<file path="src/include/core_config.svh">
//////////////////////////////////////////////////
// constants for the console control block
// include in any module that decodes bridge
// addresses, times resets or builds slot words
//////////////////////////////////////////////////

`ifndef CORE_CONFIG_SVH
`define CORE_CONFIG_SVH

// bridge settings addresses
`define CORE_ADDR_DOWNLOAD   32'h0000_0000
`define CORE_ADDR_ROM_SIZE   32'h0000_0004
`define CORE_ADDR_ROM_TYPE   32'h0000_0008
`define CORE_ADDR_RAM_SIZE   32'h0000_000C
`define CORE_ADDR_PAL        32'h0000_0010
`define CORE_ADDR_RESET      32'h0000_0050
`define CORE_ADDR_MULTITAP   32'h0000_0100
`define CORE_ADDR_LIGHTGUN   32'h0000_0104
`define CORE_ADDR_AIM_SPEED  32'h0000_0108
`define CORE_ADDR_VIDEO_4_3  32'h0000_0200

// soft reset hold-off, shortened for simulation
`define CORE_RESET_DELAY     32

// fractional pll reconfig sequence
`define PLL_RESET_CYCLES     20
`define PLL_ADDR_MODE        0
`define PLL_ADDR_MIF         31
`define PLL_ADDR_START       2

// save size entry in the data table
`define DATATABLE_SAVE_ADDR  3
`define SAVE_SIZE_UNIT       1024

// end-of-line slot word bits
`define VIDEO_SLOT_SNAP_BIT  14
`define VIDEO_SLOT_43_BIT    13

`endif
</file>
<file path="src/verilog/core_pkg.sv">
//////////////////////////////////////////////////
// shared types of the console control block
// imported by wildcard in each module header
//////////////////////////////////////////////////

package core_pkg;

  // bridge bus words
  typedef logic [31:0] bridge_addr_t;
  typedef logic [31:0] bridge_data_t;

  // video words
  typedef logic [23:0] rgb_t;
  typedef logic [7:0]  snap_index_t;

  // settings written by the host, msb first
  typedef struct packed {
    logic       rom_download;
    logic [3:0] rom_size;
    logic [7:0] rom_type;
    logic [3:0] ram_size;
    logic       pal;
    logic       multitap_enabled;
    logic       lightgun_enabled;
    logic       lightgun_type;
    logic [7:0] lightgun_aim_speed;
    logic       use_4_3_video;
  } core_settings_t;

  // one write into the host data table
  typedef struct packed {
    logic         wren;
    logic [9:0]   addr;
    bridge_data_t data;
  } datatable_t;

  // 65-bit rtc word as the core expects it
  typedef struct packed {
    logic       toggle;
    logic [7:0] zero;
    logic [7:0] weekday;
    logic [7:0] year;
    logic [7:0] month;
    logic [7:0] day;
    logic [7:0] hour;
    logic [7:0] minute;
    logic [7:0] second;
  } rtc_t;

  // pixel stream from the core
  typedef struct packed {
    logic de;
    logic vs;
    rgb_t rgb;
  } video_in_t;

  // pll reconfig sequencer steps
  typedef enum logic [2:0] {
    step_idle,
    step_write_mode,
    step_write_mif,
    step_write_start,
    step_wait_done,
    step_reset_hold
  } pll_step_e;

endpackage

</file>
<file path="src/verilog/core_top.sv">
//////////////////////////////////////////////////
// top of the console control block
// connects settings, pll sequencer, video stage
// and rtc packer, all on clk_74a
//////////////////////////////////////////////////

`timescale 1ns/1ps

module core_top
  import core_pkg::*;
(
  input  logic           clk_74a,
  input  logic           pll_core_locked,
  // bridge
  input  bridge_addr_t   bridge_addr,
  input  logic           bridge_wr,
  input  bridge_data_t   bridge_wr_data,
  input  logic [3:0]     sram_size,
  // host date and time
  input  bridge_data_t   rtc_date,
  input  bridge_data_t   rtc_time,
  // video from the core
  input  video_in_t      video_in,
  input  snap_index_t    snap_index,
  // pll reconfig controller
  input  logic           cfg_waitrequest,
  output core_settings_t settings,
  output logic           core_reset,
  output datatable_t     datatable,
  output rtc_t           rtc,
  output logic           cfg_write,
  output logic [5:0]     cfg_address,
  output bridge_data_t   cfg_data,
  output logic           pll_reset,
  output rgb_t           video_rgb,
  output logic           video_de
);

  core_settings_regs core_settings_regs_inst (
    .clk_74a        (clk_74a),
    .pll_core_locked(pll_core_locked),
    .bridge_addr    (bridge_addr),
    .bridge_wr      (bridge_wr),
    .bridge_wr_data (bridge_wr_data),
    .sram_size      (sram_size),
    .settings       (settings),
    .core_reset     (core_reset),
    .datatable      (datatable)
  );

  // video standard drives the pll reprogramming
  pll_reconfig_seq pll_reconfig_seq_inst (
    .clk_74a        (clk_74a),
    .pll_core_locked(pll_core_locked),
    .pal            (settings.pal),
    .cfg_waitrequest(cfg_waitrequest),
    .cfg_write      (cfg_write),
    .cfg_address    (cfg_address),
    .cfg_data       (cfg_data),
    .pll_reset      (pll_reset)
  );

  video_slot_out video_slot_out_inst (
    .clk_74a        (clk_74a),
    .pll_core_locked(pll_core_locked),
    .video_in       (video_in),
    .snap_index     (snap_index),
    .use_4_3_video  (settings.use_4_3_video),
    .video_rgb      (video_rgb),
    .video_de       (video_de)
  );

  rtc_packer rtc_packer_inst (
    .clk_74a        (clk_74a),
    .pll_core_locked(pll_core_locked),
    .rtc_date       (rtc_date),
    .rtc_time       (rtc_time),
    .rtc            (rtc)
  );

endmodule

</file>
<file path="src/verilog/rtc_packer.sv">
//////////////////////////////////////////////////
// rtc word packer
// packs host date and time into the core word,
// toggle flips on every new time value
//////////////////////////////////////////////////

`timescale 1ns/1ps

module rtc_packer
  import core_pkg::*;
(
  input  logic         clk_74a,
  input  logic         pll_core_locked,
  input  bridge_data_t rtc_date,
  input  bridge_data_t rtc_time,
  output rtc_t         rtc
);

  bridge_data_t time_prev;
  logic         toggle;
  logic         toggle_next;

  // date-only changes leave the toggle alone
  assign toggle_next = toggle ^ (rtc_time != time_prev);

  always_ff @(posedge clk_74a or negedge pll_core_locked) begin
    if (!pll_core_locked) begin
      time_prev <= '0;
      toggle    <= 1'b0;
      rtc       <= '0;
    end else begin
      time_prev  <= rtc_time;
      toggle     <= toggle_next;
      rtc.toggle <= toggle_next;
      rtc.zero   <= 8'd0;
      // weekday not supported, fixed at 1
      rtc.weekday <= 8'd1;
      // low byte of the year only
      rtc.year   <= rtc_date[23:16];
      rtc.month  <= rtc_date[15:8];
      rtc.day    <= rtc_date[7:0];
      rtc.hour   <= rtc_time[23:16];
      rtc.minute <= rtc_time[15:8];
      rtc.second <= rtc_time[7:0];
    end
  end

endmodule

</file>
<file path="src/verilog/video_slot_out.sv">
//////////////////////////////////////////////////
// video output stage
// registers the pixel stream and puts the slot
// word on the first blank pixel after each line
//////////////////////////////////////////////////

`timescale 1ns/1ps
`include "core_config.svh"

module video_slot_out
  import core_pkg::*;
(
  input  logic        clk_74a,
  input  logic        pll_core_locked,
  input  video_in_t   video_in,
  input  snap_index_t snap_index,
  input  logic        use_4_3_video,
  output rgb_t        video_rgb,
  output logic        video_de
);

  logic        vs_prev;
  snap_index_t snap_latched;
  rgb_t        slot_word;

  // slot word, only two flag bits set
  always_comb begin
    slot_word                       = '0;
    slot_word[`VIDEO_SLOT_SNAP_BIT] = ~snap_latched[0];
    slot_word[`VIDEO_SLOT_43_BIT]   = use_4_3_video;
  end

  // video_de doubles as the previous de
  always_ff @(posedge clk_74a or negedge pll_core_locked) begin
    if (!pll_core_locked) begin
      vs_prev  <= 1'b0;
      video_de <= 1'b0;
    end else begin
      vs_prev  <= video_in.vs;
      video_de <= video_in.de;
    end
  end

  always_ff @(posedge clk_74a) begin
    // snap index taken at vsync rise
    if (video_in.vs && !vs_prev) begin
      snap_latched <= snap_index;
    end

    if (video_in.de) begin
      video_rgb <= video_in.rgb;
    end else if (video_de) begin
      // first blank pixel after the run
      video_rgb <= slot_word;
    end
  end

endmodule

</file>
<file path="src/verilog/pll_reconfig_seq.sv">
//////////////////////////////////////////////////
// fractional pll reconfig sequencer
// watches the video standard and, on a change,
// writes the reconfig registers then resets pll
//////////////////////////////////////////////////

`timescale 1ns/1ps
`include "core_config.svh"

module pll_reconfig_seq
  import core_pkg::*;
(
  input  logic         clk_74a,
  input  logic         pll_core_locked,
  input  logic         pal,
  input  logic         cfg_waitrequest,
  output logic         cfg_write,
  output logic [5:0]   cfg_address,
  output bridge_data_t cfg_data,
  output logic         pll_reset
);

  localparam int CNT_W = $clog2(`PLL_RESET_CYCLES + 1);

  pll_step_e        step;
  // standard the pll is currently set up for
  logic             pal_prev;
  // quiet cycle flag in write steps, hold count in reset step
  logic [CNT_W-1:0] step_count;

  always_ff @(posedge clk_74a or negedge pll_core_locked) begin
    if (!pll_core_locked) begin
      step        <= step_idle;
      pal_prev    <= 1'b0;
      step_count  <= '0;
      cfg_write   <= 1'b0;
      cfg_address <= '0;
      cfg_data    <= '0;
      pll_reset   <= 1'b0;
    end else begin
      // write is a single cycle strobe
      cfg_write <= 1'b0;

      case (step)
        step_idle: begin
          // changes during a sequence are only seen back here
          if (pal != pal_prev) begin
            pal_prev    <= pal;
            step        <= step_write_mode;
            step_count  <= '0;
            cfg_write   <= 1'b1;
            cfg_address <= 6'(`PLL_ADDR_MODE);
            cfg_data    <= '0;
          end
        end

        step_write_mode: begin
          if (step_count == '0) begin
            step_count <= CNT_W'(1);
          end else begin
            // mif address next
            step        <= step_write_mif;
            step_count  <= '0;
            cfg_write   <= 1'b1;
            cfg_address <= 6'(`PLL_ADDR_MIF);
            cfg_data    <= '0;
          end
        end

        step_write_mif: begin
          if (step_count == '0) begin
            step_count <= CNT_W'(1);
          end else begin
            // kick off the reconfig
            step        <= step_write_start;
            step_count  <= '0;
            cfg_write   <= 1'b1;
            cfg_address <= 6'(`PLL_ADDR_START);
            cfg_data    <= '0;
          end
        end

        step_write_start: begin
          if (step_count == '0) begin
            step_count <= CNT_W'(1);
          end else begin
            step <= step_wait_done;
          end
        end

        step_wait_done: begin
          // controller busy while waitrequest is up
          if (!cfg_waitrequest) begin
            step       <= step_reset_hold;
            step_count <= '0;
            pll_reset  <= 1'b1;
          end
        end

        step_reset_hold: begin
          if (step_count == CNT_W'(`PLL_RESET_CYCLES - 1)) begin
            pll_reset <= 1'b0;
            step      <= step_idle;
          end else begin
            step_count <= step_count + 1'b1;
          end
        end

        default: step <= step_idle;
      endcase
    end
  end

endmodule

</file>
<file path="src/verilog/core_settings_regs.sv">
//////////////////////////////////////////////////
// host settings register file
// decodes bridge writes into the settings struct,
// times the soft reset and forms the save entry
//////////////////////////////////////////////////

`timescale 1ns/1ps
`include "core_config.svh"

module core_settings_regs
  import core_pkg::*;
(
  input  logic           clk_74a,
  input  logic           pll_core_locked,
  input  bridge_addr_t   bridge_addr,
  input  logic           bridge_wr,
  input  bridge_data_t   bridge_wr_data,
  input  logic [3:0]     sram_size,
  output core_settings_t settings,
  output logic           core_reset,
  output datatable_t     datatable
);

  localparam int RST_CNT_W = $clog2(`CORE_RESET_DELAY + 1);

  logic [RST_CNT_W-1:0] reset_count;

  //////////////////////////////////////////////////
  // bridge write decode

  always_ff @(posedge clk_74a or negedge pll_core_locked) begin
    if (!pll_core_locked) begin
      settings    <= '0;
      reset_count <= '0;
    end else begin
      // hold-off counts down to zero
      if (reset_count != '0) begin
        reset_count <= reset_count - 1'b1;
      end

      if (bridge_wr) begin
        case (bridge_addr)
          `CORE_ADDR_DOWNLOAD:  settings.rom_download <= bridge_wr_data[0];
          `CORE_ADDR_ROM_SIZE:  settings.rom_size <= bridge_wr_data[3:0];
          `CORE_ADDR_ROM_TYPE:  settings.rom_type <= bridge_wr_data[7:0];
          `CORE_ADDR_RAM_SIZE:  settings.ram_size <= bridge_wr_data[3:0];
          `CORE_ADDR_PAL:       settings.pal <= bridge_wr_data[0];
          // reload wins over the countdown
          `CORE_ADDR_RESET:     reset_count <= RST_CNT_W'(`CORE_RESET_DELAY);
          `CORE_ADDR_MULTITAP:  settings.multitap_enabled <= bridge_wr_data[0];
          `CORE_ADDR_LIGHTGUN: begin
            // enable and type share one word
            settings.lightgun_enabled <= bridge_wr_data[0];
            settings.lightgun_type    <= bridge_wr_data[1];
          end
          `CORE_ADDR_AIM_SPEED: settings.lightgun_aim_speed <= bridge_wr_data[7:0];
          `CORE_ADDR_VIDEO_4_3: settings.use_4_3_video <= bridge_wr_data[0];
          default: begin
            // unlisted address, nothing changes
          end
        endcase
      end
    end
  end

  // high for every nonzero count, so exactly the delay length
  assign core_reset = (reset_count != '0);

  //////////////////////////////////////////////////
  // save size entry, rewritten every cycle

  always_ff @(posedge clk_74a or negedge pll_core_locked) begin
    if (!pll_core_locked) begin
      datatable <= '0;
    end else begin
      datatable.wren <= 1'b1;
      datatable.addr <= 10'(`DATATABLE_SAVE_ADDR);
      // size code 0 means no save ram
      if (sram_size != 4'd0) begin
        datatable.data <= 32'(`SAVE_SIZE_UNIT) << sram_size;
      end else begin
        datatable.data <= '0;
      end
    end
  end

endmodule

</file>
<file path="config.mk">
export PLATFORM = sky130hd
export DESIGN_NAME = core_top
export DESIGN_NICKNAME = d
export VERILOG_FILES = /design/src/verilog/core_pkg.sv /design/src/verilog/core_top.sv /design/src/verilog/rtc_packer.sv /design/src/verilog/video_slot_out.sv /design/src/verilog/pll_reconfig_seq.sv /design/src/verilog/core_settings_regs.sv
export VERILOG_INCLUDE_DIRS = /design/src /design/src/include
export SDC_FILE = /design/constraint.sdc
export NUM_CORES = 1
export LEC_CHECK = 0
export ABC_AREA = 1
export BUFFER_PORTS_ARGS = -buffer_cell sky130_fd_sc_hd__buf_4
export CORE_AREA = 2 2 143 145
export DETAILED_ROUTE_END_ITERATION = 10
export DIE_AREA = 0 0 145 147
export PLACE_DENSITY = 0.65
export SLEW_MARGIN = 20
export SYNTH_ARGS = -nofsm -noshare
export SYNTH_HDL_FRONTEND = slang
export SYNTH_SLANG_ARGS = --single-unit
</file>
<file path="constraint.sdc">
create_clock -name clk_74a -period 1.7 [get_ports clk_74a]
set_input_delay 0.085 -clock clk_74a [delete_from_list [all_inputs] [get_ports clk_74a]]
set_output_delay 0.085 -clock clk_74a [all_outputs]
set_load 0.02 [all_outputs]
</file>
==> run_results.csv <==
group,metric,value,unit
logic_synthesis,yosys-top-cells-count,"190 x nand2_1, 125 x dfrtp_1, 105 x buf_4",
setup_path,critPathArrivalTime,1.50,ns
global_routing,grt_pass1_vias,5348,
setup_path,critPathLaunchType,"flip-flop",
routing,first_pass_iters,4,
job,cap_violations,0,
global_routing,antenna_found_initial,0,
die,num_rows,52,
pwr,p_per_area,963,nW/um2
layout,nFillCells,1779,
global_routing,grt_pass1_wl,27200,um
sta,max_freq,0.630,GHz
routing,routed_wl,17300,um
logic_synthesis,synth_edf_count,25,
sta,fin_crit_sh,0.933,
run_status,status,"complete, no violations",
die,die_area,21300,um2
routing,final_antenna_net_count,0,
cts,cts.clk_slew.worst_paths,0.07,ns
logic_synthesis,yosysMostFrequentCell,"nand2_1",
routing,vias,5542,
setup_path,end_kind,"primary output",
sta,skew,0.00959,ns
die,die_h,147,um
pwr,ir_drop,0.626,mV
layout,area_growth,50.0,%
cts,cts_tree,"yes",
logic_synthesis,syn_area,6950,um2
logic_synthesis,synthFlopType,"dfrtp_1",
logic_synthesis,synth.distinct_cells,35,
setup_path,crit_type,"flip-flop to primary output",
die,die_w,145,um
cts,clock_sinks,150,
placed_design,portBuffers,262,
global_routing,grt_max_degree,40,
sta,setup-violations-final,0,
logic_synthesis,synth_top_area_frac,0.450,
logic_synthesis,yosysSeqAreaShare,0.558,
placed_design,gp_congestion,0.771,
min_path,holdCritPathClass,"input port to flip-flop",
placed_design,dp_hpwl,12200,um
routing,drcViolationCount,0,
setup_path,worstPathMaxFanout,5,
logic_synthesis,yosys_warnings,0,
sta,final-max-slew-violation-count,0,
routing,drt_iter0_drc,177,
cts,root_buffer,"clkbuf_16",
logic_synthesis,yosysTopAreaCell,"dfrtp_1",
layout,nNetsFinal,1249,
die,core,19800,um2
logic_synthesis,async_flop_share,0.833,
cts,clockBufferDepth,2,
logic_synthesis,syn_area_per_cell,9.53,um2
cts,h-tree-depth,4,
global_routing,grt_usage,0.160,
global_routing,grt_overflow,0,
cts,numCtsBuffers,17,
pwr,leakage,5.62,nW
setup_path,cp.required,1.62,ns
routing,vias_per_cell,4.08,
die,pin_count,374,
logic_synthesis,synth-seq-cells,150,
layout,drive_above_1_share,0.313,
routing,wl_per_cell,12.7,um
layout,final_util,0.525,
die,initial_utilization,0.350,
logic_synthesis,synth_cells,729,
logic_synthesis,synth_area_leaders,"dfrtp_1 45%, buf_4 11%, edfxtp_1 11%",
sta,finalCriticalPeriod,1.59,ns
sta,whs,0.0291,ns
layout,antenna_cells,0,
sta,final_hold_viol_count,0,
cts,clock_latency,0.41,ns
kinds of logic after synthesis:
group	share of synthesized area
other	0.00108
adder cells (fa/ha/maj)	0.00541
AO/OA/AOI/OAI	0.0173
AND/OR/NAND/NOR	0.221
multiplexers	0.00468
buffers and inverters	0.164
flip-flops	0.558
XOR/XNOR	0.0277
where the power goes:
group          leakage, nW  internal (W)  total [W]  switching (W)
Clock                0.311       0.00239    0.00405        0.00166
Sequential            1.85       0.00386    0.00400       0.000142
Combinational         3.46      0.000841    0.00197        0.00113
timing repair:
| item | 4_1_cts | 5_1_grt |
|---|---|---|
| endpoints found under the setup margin | 0 | 1 |
| gates resized for setup | 0 | 1 |
| endpoints found under the hold margin | 156 | 0 |
| buffers inserted | 0 | 0 |
| hold buffers | 100 | 0 |
final cells by class:
type                            instances  area [um2]  share of cell area
Clock buffer                           17         425              0.0408
Clock inverter                         15         210              0.0202
Inverter                               86         323              0.0310
Multi-Input combinational cell        453        2200               0.211
Sequential cell                       150        3880               0.372
Tap cell                              270         338              0.0324
Timing Repair Buffer                  368        3040               0.292
final timing paths:
| path | start | to | slack, ns | cells past startpoint |
|---|---|---|---|---|
| min | bridge_addr[5] | core_settings_regs_inst.reset_count[5] | 0.03 | 4 |
| min in group asynchronous | pll_core_locked | pll_reconfig_seq_inst.pal_prev | 0.16 | 2 |
| max | core_settings_regs_inst.reset_count[0] | core_reset | 0.11 | 4 |
| max reg2reg | pll_reconfig_seq_inst.step_count[0] | pll_reconfig_seq_inst.step_count[1] | 0.35 | 7 |
| max in group asynchronous | pll_core_locked | rtc_packer_inst.time_prev[23] | 0.97 | 3 |
| min reg2reg | core_settings_regs_inst.settings[2] | core_settings_regs_inst.settings[2] | 0.48 | 2 |
sequential cells by signal (all words and copies together) (netlist names), 2 cells and up:
| signal | flops |
|---|---|
| rtc_packer_inst.time_prev | 32 |
| core_settings_regs_inst.settings | 30 |
| rtc_packer_inst.rtc | 25 |
| video_slot_out_inst.video_rgb | 24 |
| core_settings_regs_inst.datatable | 16 |
| core_settings_regs_inst.reset_count | 6 |
| pll_reconfig_seq_inst.step_count | 5 |
| pll_reconfig_seq_inst.step | 3 |
| pll_reconfig_seq_inst.cfg_address | 2 |
worst max-delay path: stages, from the launching register on:
cell and delay [ns]:
dfrtp_1 0.40, inv_1 0.09, ha_1 0.22, nand3_2 0.16, buf_4 0.21
metrics by stage:
stage | setup TNS (ns) | power, W | instances | cell area [um2] | setup slack [ns]
2_1_floorplan | 0 | 0.00529 | 801 | 7220 | 0.258
3_3_place_gp | 0 | 0.00582 | 1227 | 8770 | 0.356
4_1_cts | 0 | 0.0101 | 1359 | 10400 | 0.0463
3_5_place_dp | 0 | 0.00586 | 1227 | 8770 | 0.342
6_report | 0 | 0.0100 | 1359 | 10400 | 0.114
5_1_grt | -0.0151 | 0.0105 | 1359 | 10400 | -0.0151
layer usage:
layer	vias up	routed length, um	track usage
li1	2768	-	-
met1	2550	7220	0.195
met2	205	8770	0.276
met3	19	1040	0.0413
met4	0	268	0.0535
met5	-	0	0
cell usage in the layout (no fill, tap or decap), drive strengths merged:
cell and count:
dlygate4sd3 100, nand2 201, nand3 45, ha 3
xnor2 17, inv 95, mux2 2, o21ai 15
buf 268, edfxtp 25, clkinv 2, o21a 1
a211oi 1, nand4 7, clkinvlp 1, or2 2
o31ai 3, and2 2, conb 74, mux2i 1
bufinv 3, clkbuf 17, nor3 11, xor2 5
dfrtp 125, nor2 63
(Power assumes the default switching activity.)
